**src/design/l2_pkg.sv**
```systemverilog
/*
  Shared types and sizes of the L2 memory path.
  Addresses are doubleword addresses with no byte offset; tag and idx
  together pick one of MemLines lines. There is no real tag compare.
  Tag and idx widths must add up to the line memory address width.
*/
package l2_pkg;

  // Doubleword width
  localparam int unsigned XLEN = 64;
  // Doublewords per line
  localparam int unsigned LineDw = 4;
  localparam int unsigned LineW = XLEN * LineDw;
  // Number of lines held by the line memory
  localparam int unsigned MemLines = 64;
  localparam int unsigned MemAddrW = $clog2(MemLines);

  // Request buffer depth and hit latency in countdown cycles
  localparam int unsigned BufLen = 3;
  localparam int unsigned BufIdxW = $clog2(BufLen);
  localparam int unsigned HitDelay = 2;
  localparam int unsigned TimerW = $clog2(HitDelay + 1);

  // Clients sharing the L2 port
  localparam int unsigned NumClients = 3;

  // Address field widths
  localparam int unsigned TagW = 2;
  localparam int unsigned IdxW = 4;
  localparam int unsigned OffW = $clog2(LineDw);
  localparam int unsigned WbbTagW = 4;

  typedef logic [LineW-1:0] line_t;

  // One doubleword address; {tag, idx} is the line address
  typedef struct packed {
    logic [TagW-1:0] tag;
    logic [IdxW-1:0] idx;
    logic [OffW-1:0] line_off;
  } paddr_t;

  // Request opcodes
  typedef enum logic [1:0] {
    IReadLine,
    DReadLine,
    DWriteLine,
    PTWLoad
  } l2_req_type_e;

  // Answer opcodes, one per request opcode
  typedef enum logic [1:0] {
    ILineRead,
    DLineRead,
    DLineWritten,
    PTWLoaded
  } l2_ans_type_e;

  // Owner of a request
  typedef enum logic [1:0] {
    Icache,
    Dcache,
    Ptw
  } client_e;

  // Request channel payload, line is the write data of DWriteLine
  typedef struct packed {
    logic                valid;
    l2_req_type_e        req_type;
    paddr_t              paddr;
    line_t               line;
    logic [WbbTagW-1:0]  wbb_tag;
  } l2_req_t;

  // Answer channel payload
  typedef struct packed {
    logic                valid;
    l2_ans_type_e        ans_type;
    paddr_t              paddr;
    line_t               line;
    logic [XLEN-1:0]     data;
    logic [WbbTagW-1:0]  wbb_tag;
  } l2_ans_t;

endpackage

```
**src/design/l2_req_buffer.sv**
```systemverilog
/*
  Non-blocking L2 request buffer, every request is a hit.
  Each entry counts down HitDelay cycles, then answers from the line memory.
  One acceptance per cycle keeps answers in acceptance order.
  A flush drops all entries and their pending writes but keeps the answer register.
*/
module l2_req_buffer (
  input  logic                          clk_i,
  input  logic                          rst_ni,
  input  logic                          flush_i,
  // Request channel from the arbiter
  input  l2_pkg::l2_req_t               req_i,
  output logic                          req_rdy_o,
  // Answer channel to the arbiter
  output l2_pkg::l2_ans_t               ans_o,
  input  logic                          ans_rdy_i,
  // Line memory ports
  output logic [l2_pkg::MemAddrW-1:0]   mem_raddr_o,
  input  l2_pkg::line_t                 mem_rline_i,
  output logic                          mem_we_o,
  output logic [l2_pkg::MemAddrW-1:0]   mem_waddr_o,
  output l2_pkg::line_t                 mem_wline_o
);

  // Stored part of a request
  typedef struct packed {
    l2_pkg::l2_req_type_e               req_type;
    l2_pkg::paddr_t                     paddr;
    l2_pkg::line_t                      line;
    logic [l2_pkg::WbbTagW-1:0]         wbb_tag;
  } entry_t;

  logic [l2_pkg::BufLen-1:0]  ent_valid_q;
  logic [l2_pkg::TimerW-1:0]  timer_q [l2_pkg::BufLen];
  entry_t                     ent_q [l2_pkg::BufLen];

  logic [l2_pkg::BufIdxW-1:0] free_idx;
  logic                       free_valid;
  logic [l2_pkg::BufIdxW-1:0] leave_idx;
  logic                       leave_valid;
  logic [l2_pkg::BufIdxW-1:0] ins_idx;
  logic                       stalled;
  logic                       leave_fire;
  logic                       accept;
  entry_t                     leave_ent;
  l2_pkg::l2_ans_t            ans_d;
  l2_pkg::l2_ans_t            ans_q;

  // Answer held while its ready is low
  assign stalled = ans_q.valid && !ans_rdy_i;

  // Lowest free entry
  always_comb begin
    free_idx   = '0;
    free_valid = 1'b0;
    for (int k = l2_pkg::BufLen - 1; k >= 0; k--) begin
      if (!ent_valid_q[k]) begin
        free_idx   = l2_pkg::BufIdxW'(k);
        free_valid = 1'b1;
      end
    end
  end

  // Entry whose timer ran out, at most one by construction
  always_comb begin
    leave_idx   = '0;
    leave_valid = 1'b0;
    for (int k = l2_pkg::BufLen - 1; k >= 0; k--) begin
      if (ent_valid_q[k] && (timer_q[k] == '0)) begin
        leave_idx   = l2_pkg::BufIdxW'(k);
        leave_valid = 1'b1;
      end
    end
  end

  // Flush kills the leaving entry too
  assign leave_fire = leave_valid && !stalled && !flush_i;

  // Ready needs a free slot or the slot freed this cycle
  assign req_rdy_o = !stalled && !flush_i && (free_valid || leave_valid);
  assign accept    = req_i.valid && req_rdy_o;
  // Reuse the leaving slot only when the buffer is full
  assign ins_idx   = free_valid ? free_idx : leave_idx;

  // Entry valid bits and timers
  always_ff @(posedge clk_i or negedge rst_ni) begin
    if (!rst_ni) begin
      ent_valid_q <= '0;
      for (int k = 0; k < l2_pkg::BufLen; k++) begin
        timer_q[k] <= '0;
      end
    end else if (flush_i) begin
      ent_valid_q <= '0;
    end else begin
      for (int k = 0; k < l2_pkg::BufLen; k++) begin
        if (accept && (ins_idx == l2_pkg::BufIdxW'(k))) begin
          ent_valid_q[k] <= 1'b1;
          timer_q[k]     <= l2_pkg::TimerW'(l2_pkg::HitDelay);
        end else if (leave_fire && (leave_idx == l2_pkg::BufIdxW'(k))) begin
          ent_valid_q[k] <= 1'b0;
        end else if (!stalled && ent_valid_q[k] && (timer_q[k] != '0)) begin
          // All live timers move together
          timer_q[k] <= timer_q[k] - 1'b1;
        end
      end
    end
  end

  // Request payload capture
  always_ff @(posedge clk_i) begin
    for (int k = 0; k < l2_pkg::BufLen; k++) begin
      if (accept && (ins_idx == l2_pkg::BufIdxW'(k))) begin
        ent_q[k].req_type <= req_i.req_type;
        ent_q[k].paddr    <= req_i.paddr;
        ent_q[k].line     <= req_i.line;
        ent_q[k].wbb_tag  <= req_i.wbb_tag;
      end
    end
  end

  assign leave_ent = ent_q[leave_idx];

  // Memory access for the leaving entry
  assign mem_raddr_o = {leave_ent.paddr.tag, leave_ent.paddr.idx};
  assign mem_waddr_o = {leave_ent.paddr.tag, leave_ent.paddr.idx};
  assign mem_wline_o = leave_ent.line;
  // Write commits with its answer
  assign mem_we_o    = leave_fire && (leave_ent.req_type == l2_pkg::DWriteLine);

  // Next answer from the leaving entry
  always_comb begin
    ans_d         = '0;
    ans_d.valid   = 1'b1;
    ans_d.paddr   = leave_ent.paddr;
    ans_d.wbb_tag = leave_ent.wbb_tag;
    case (leave_ent.req_type)
      l2_pkg::IReadLine: begin
        ans_d.ans_type = l2_pkg::ILineRead;
        ans_d.line     = mem_rline_i;
      end
      l2_pkg::DReadLine: begin
        ans_d.ans_type = l2_pkg::DLineRead;
        ans_d.line     = mem_rline_i;
      end
      l2_pkg::DWriteLine: begin
        ans_d.ans_type = l2_pkg::DLineWritten;
      end
      l2_pkg::PTWLoad: begin
        ans_d.ans_type = l2_pkg::PTWLoaded;
        // Doubleword picked by the line offset
        ans_d.data = mem_rline_i[leave_ent.paddr.line_off * l2_pkg::XLEN +: l2_pkg::XLEN];
      end
      default: ans_d.valid = 1'b0;
    endcase
  end

  // Answer register, loaded on leave and cleared on transfer
  always_ff @(posedge clk_i or negedge rst_ni) begin
    if (!rst_ni) begin
      ans_q <= '0;
    end else if (leave_fire) begin
      ans_q <= ans_d;
    end else if (ans_rdy_i) begin
      ans_q.valid <= 1'b0;
    end
  end

  assign ans_o = ans_q;

endmodule

```
**config.mk**
```make
export PLATFORM = sky130hd
export DESIGN_NAME = l2_req_buffer
export DESIGN_NICKNAME = d
export VERILOG_FILES = /design/src/design/l2_pkg.sv /design/src/design/l2_req_buffer.sv
export SDC_FILE = /design/constraint.sdc
export NUM_CORES = 2
export LEC_CHECK = 0
export BUFFER_PORTS_ARGS = -buffer_cell sky130_fd_sc_hd__buf_2
export CAP_MARGIN = 20
export CORE_AREA = 2 2 442 444
export CTS_CLUSTER_DIAMETER = 50
export CTS_CLUSTER_SIZE = 25
export DETAILED_ROUTE_END_ITERATION = 10
export DIE_AREA = 0 0 444 446
export GPL_TIMING_DRIVEN = 0
export SYNTH_ARGS = -nofsm -noshare
export SYNTH_HDL_FRONTEND = slang
export SYNTH_SLANG_ARGS = --single-unit
```
**constraint.sdc**
```tcl
create_clock -name clk_i -period 16.6 [get_ports clk_i]
set_input_delay 3.32 -clock clk_i [delete_from_list [all_inputs] [get_ports clk_i]]
set_output_delay 3.32 -clock clk_i [all_outputs]
set_load 0.03 [all_outputs]
```
After elaboration in Yosys (flattened, before gate mapping)

Memories as Yosys holds them, arrays and structs flattened.
Index checks and enable logic that the tools add are counted.

Add/sub/neg operators: 3
Multiply operators: 0
Div/mod/pow operators: 0
$lt $le $gt $ge: 0
Equality and inequality tests: 10
Shifts and indexed selects: 1
Mux-type cells: 46
Bitwise operators: 1
Reduce and logical (&&, ||, !) cells: 48

Operator list:

| operator              | count |
|---|---|
| $mux W270             | 2 |
| $reduce_or A270 Y1    | 2 |
| $mux W256             | 1 |
| $shiftx A256 B9 Y64   | 1 |
| $mux W64              | 1 |
| $mux W2               | 18 |
| $logic_and A1 B1 Y1   | 22 |
| $mux W1               | 22 |
| $reduce_bool A2 Y1    | 7 |
| $logic_not A2 Y1      | 6 |
| $reduce_and A3 Y1     | 3 |
| $reduce_bool A3 Y1    | 3 |
| $eq A2 B2 Y1 const B  | 4 |
| $pmux W2 S4           | 1 |
| $eq A2 B1 Y1 const B  | 3 |
| $sub A2 B1 Y2 const B | 3 |
| $ne A2 B2 Y1 const B  | 2 |
| $logic_not A1 Y1      | 3 |
| $mux W3               | 1 |
| $ne A2 B1 Y1 const B  | 1 |
| $reduce_or A2 Y1      | 1 |
| $logic_or A1 B1 Y1    | 1 |
| $not A1 Y1            | 1 |

Register bits: 344
Latch bits: 0
Memory bits (writable): 810
ROM bits: 0
Bits of input ports: 531
Output and inout port bits: 605
Memories: 1

Memories:

| memory | depth | width | rd ports | clocked after Yosys merged registers in | wr ports | RTL line            | RTL |
|---|---|---|---|---|---|---|---|
| ent_q  | 3     | 270   | 1        | 0                                       | 1        | l2_req_buffer.sv:35 | `entry_t ent_q [l2_pkg::BufLen];` |

Depth between registers and ports, before layout

Word-level depth: 14
Mapped depth: 11

Worst setup path after synthesis

Ideal clock, no wire load.

Path kind: input-to-reg
From: input port flush_i
To: register ent_valid_q[1] (netlist bit)
Library setup time: 104 ps
Arrival: 11,469 ps
Required time: 16,496 ps
Path slack: 5,027 ps
Stages: 5
Buffers on the path: 1
Cells stage by stage: clkbuf_1 a211oi_1 and2_1 and3b_1 or2_2

Word-level cells in the longest chain between the ends: 7

RTL lines:

| element                              | RTL line             | RTL |
|---|---|---|
| start: declaration                   | l2_req_buffer.sv:10  | `input logic flush_i,` |
| $logic_not A1 Y1 (*)                 | l2_req_buffer.sv:80  | `assign req_rdy_o = !stalled && !flush_i && (free_valid \|\| leave_valid);` |
| $logic_and A1 B1 Y1 (*) (2 in a row) | l2_req_buffer.sv:80  |  |
| net req_rdy_o                        | l2_req_buffer.sv:13  | `output logic req_rdy_o,` |
| $logic_and A1 B1 Y1 (*)              | l2_req_buffer.sv:81  | `assign accept = req_i.valid && req_rdy_o;` |
| $logic_and A1 B1 Y1 (*)              | l2_req_buffer.sv:96  | `if (accept && (ins_idx == l2_pkg::BufIdxW'(k))) begin` |
| $mux W1                              | l2_req_buffer.sv:96  |  |
| $mux W3                              | l2_req_buffer.sv:92  | `end else if (flush_i) begin` |
| end signal: assignment               | l2_req_buffer.sv:93  | `ent_valid_q <= '0;` |
| end signal: indexed assignment       | l2_req_buffer.sv:97  | `ent_valid_q[k] <= 1'b1;` |
| end signal: indexed assignment       | l2_req_buffer.sv:100 | `ent_valid_q[k] <= 1'b0;` |
| end: declaration                     | l2_req_buffer.sv:33  | `logic [l2_pkg::BufLen-1:0] ent_valid_q;` |

Mark *: on every way through the listed nets, which the timed path passes. The rest lies on a longest branch.
A chain may end at the register's enable or synchronous reset.

Worst setup path after layout

From: input port ans_rdy_i
To: output port mem_we_o

Word-level cells in the longest chain between the ends: 6

RTL lines:

| element                          | RTL line             | RTL |
|---|---|---|
| start: declaration               | l2_req_buffer.sv:16  | `input logic ans_rdy_i,` |
| $logic_not A1 Y1                 | l2_req_buffer.sv:50  | `assign stalled = ans_q.valid && !ans_rdy_i;` |
| $logic_and A1 B1 Y1              | l2_req_buffer.sv:50  |  |
| $logic_not A1 Y1                 | l2_req_buffer.sv:77  | `assign leave_fire = leave_valid && !stalled && !flush_i;` |
| $logic_and A1 B1 Y1 (2 in a row) | l2_req_buffer.sv:77  |  |
| $logic_and A1 B1 Y1              | l2_req_buffer.sv:128 | `assign mem_we_o = leave_fire && (leave_ent.req_type == l2_pkg::DWriteLine);` |
| end: declaration                 | l2_req_buffer.sv:20  | `output logic mem_we_o,` |

No other way between the ends.

==> flow_metrics.tcl <==
set metrics [dict create \
    wl_per_cell_um 24.6 \
    report.final.slew_viol_count 0 \
    fmax_mhz 110 \
    worstReg2RegStart "timer_q[2]" \
    first_iter_violations 3194 \
    multi_input_area_um2 12100 \
    postCtsSetupBuffers 0 \
    fin_skew_ps 32.7 \
    grt_pass1_wl_um 268000 \
    p_leak_nw 26.0 \
    whs_path_depth 2 \
    initial_core_util_pct 23.9 \
    path_max_fanout 10 \
    grt_pass1_vias 36700 \
    synth_cell_type_count 41 \
    row_count 162 \
    post_drt_via_cell_ratio 4.69 \
    min_period_over_period_pct 54.8 \
    slew_headroom_pct 21.3 \
    dieArea_um2 198000 \
    syn_area_um2 46300 \
    r2r_end "ans_o[49]" \
    num_vias 37200 \
    firstDrtPassIters 7 \
    crit_type "in -> out" \
    holdCritStartpoint "ans_o[272]" \
    async_flop_share_pct 29.8 \
    stdcell_count 7933 \
    finalWorstSetupSlack_ps 7510 \
    grt_start_max_net_pins 104 \
    cts_sinks 1154 \
    yosys_warnings 0 \
    drc 0 \
    tritoncts "done" \
    syn_area_per_cell_um2 11.8 \
    clock_latency_ps 790 \
    ys_seq_elements 1154 \
    port_buffers 1134 \
    fill_cells 19700 \
    root_buffer "clkbuf_16" \
    synth-edff-count 810 \
    io_pins 1136 \
    crit_arrival_ps 5770 \
    numCtsBuffers 136 \
    ys_seq_area_share_pct 71.1 \
    ant_nets 0 \
    wl_met2_um 101000 \
    placed_cells 7630 \
    end_kind "primary output" \
    tightest_slew_ps 1180 \
    wl_met3_um 14700 \
    antenna_found_initial 88 \
    synthCells 3915 \
    hpwl_um 149000 \
    slowest_stage "clkbuf_1" \
    syn_to_final_growth_pct 31.9 \
    coreArea_um2 194000 \
    fin_tns_setup_ps 0 \
    totalPowerFinal_mw 9.43 \
    syn_nets 4449 \
    max-cap-violations 0 \
    overflow 0 \
    hold_end "ans_o[272]" \
    nets 5760 \
    pre_cts_ws_ps 7400 \
    status "complete, no violations" \
    layout_min_cycle_time_ps 9090 \
    hold_viol_final 0 \
    drt_wl_total_um 195000 \
    power_density_nw_per_um2 154 \
    hp-class "reg -> reg" \
    track_usage_pct 18.9 \
    startpoint_type "input pin" \
    die_y_um 446 \
    rsz0062_at_grt "false" \
    drive_gt1_share_pct 27.0 \
    slowest_delay_ps 530 \
    clock_path_buffers 3 \
    post_cts_resized 0 \
    synth_ff_type "edfxtp_1" \
    crit_required_ps 13280 \
    ir_drop_mv 0.106 \
    cts_max_level 4 \
    final_core_util_pct 31.6 \
    clk_pin_slew_ps 60 \
    wirelength_met1_um 67700 \
    setup_viol 0 \
    highest_layer "met5" \
    r2r_slack_ps 11960 \
    seqCellArea_um2 32900 \
    gp_congestion 0.945 \
    r2r_cells 11 \
    die_width_um 444 \
    path_cells "buf_2 > nor2b_1 > or3_1 > clkbuf_1 > buf_16 > clkbuf_1 > nor3_1 > buf_2" \
    holdBufCountCts 0 \
]
## routing by layer
| metal | vias up | global-route usage [%] |
|---|---|---|
| met3 | 487 | 5.21 |
| met4 | 36 | 11.2 |
| li1 | 16700 | - |
| met5 | - | 0 |
| met1 | 18300 | 19.9 |
| met2 | 1657 | 33.7 |
## cell usage in the layout (no fill, tap or decap), types with 6 or more instances in the layout
cell	count
a211oi_1	128
a31oi_1	264
and2_1	65
and3_1	64
buf_1	8
buf_16	20
buf_2	1135
buf_4	13
buf_6	9
buf_8	18
bufinv_16	14
clkbuf_1	272
clkbuf_16	136
clkinv_1	12
clkinv_2	9
clkinv_4	12
clkinv_8	12
clkinvlp_4	10
dfrtp_1	344
diode_2	52
edfxtp_1	810
inv_1	8
inv_16	6
inv_6	13
inv_8	8
mux2i_1	64
nand2_1	1149
nand3_1	264
nor2_1	268
o21ai_0	21
o22a_1	64
o31ai_1	64
## synthesized netlist by cell type (2+ instances only)
| cell type | count | share of area (%) |
|---|---|---|
| a211oi_1 | 128 | 2.1 |
| a21oi_1 | 4 | 0.043 |
| a31oi_1 | 264 | 3.6 |
| and2_1 | 66 | 0.89 |
| and3_1 | 64 | 0.86 |
| buf_1 | 8 | 0.065 |
| buf_2 | 2 | 0.022 |
| buf_4 | 12 | 0.19 |
| buf_6 | 9 | 0.22 |
| clkbuf_1 | 270 | 2.2 |
| dfrtp_1 | 344 | 19 |
| edfxtp_1 | 810 | 53 |
| ha_1 | 3 | 0.081 |
| inv_1 | 9 | 0.073 |
| mux2i_1 | 64 | 1.4 |
| nand2_1 | 1149 | 9.3 |
| nand2b_1 | 3 | 0.041 |
| nand3_1 | 264 | 2.9 |
| nor2_1 | 270 | 2.2 |
| nor3_1 | 4 | 0.043 |
| o21ai_0 | 21 | 0.23 |
| o22a_1 | 64 | 1.2 |
| o31ai_1 | 64 | 1.0 |
| or3_1 | 2 | 0.027 |
## worst max-delay path by stage
| stage | startpoint | end | slack (ps) | cells past startpoint |
|---|---|---|---|---|
| global route | ans_rdy_i | mem_we_o | 7260 | 8 |
| global placement | flush_i | ent_q[1][34] | 30 | 4 |
| detailed placement | ans_rdy_i | mem_we_o | 7400 | 8 |
| finish | ans_rdy_i | mem_we_o | 7510 | 8 |
| CTS | ans_rdy_i | mem_we_o | 7390 | 8 |
| floorplan | flush_i | ent_valid_q[1] | 5030 | 5 |
## per-stage QoR
step / instance area [um2] / hold WS (ps)
floorplan: 46300 / 451
global route: 61100 / 475
finish: 61100 / 458
CTS: 61000 / 462
detailed placement: 56100 / 451
global placement: 55200 / 444
## cell families after synthesis
logic type | Yosys count | share of synthesized area, %
fa+ha+maj | 3 | 0.0810
flops | 1154 | 71.1
xor+xnor | 1 | 0.0189
buf+inv | 310 | 2.76
simple gates | 1832 | 16.4
compound gates | 551 | 8.28
mux | 64 | 1.38
## area by class of cell
class                      instances  area share, %
sequential                      1154           53.9
multi-input combinational       2451           19.9
timing repair buffer            1173           10.7
clock buffer                     146           5.70
tap                             2542           5.21
clock inverter                   105           2.32
buffer                           301           2.05
antenna                           52          0.213
inverter                           9         0.0676
## registers in the layout (all words and copies together), names as in the netlist
register     count
ans_o          335
ent_q          810
ent_valid_q      3
timer_q          6
## report_power, final
group          total, mW  switching, mW  internal, mW
combinational       2.41           1.81         0.602
clock               3.20           1.38          1.82
sequential          3.81          0.259          3.56
total               9.43           3.45          5.98
## critical path, delay by kind of cell
kind          cells  cell delay, ps
simple gates      3             760
buf+inv           5            1660
Note: power is estimated with default switching activity, not from simulation.
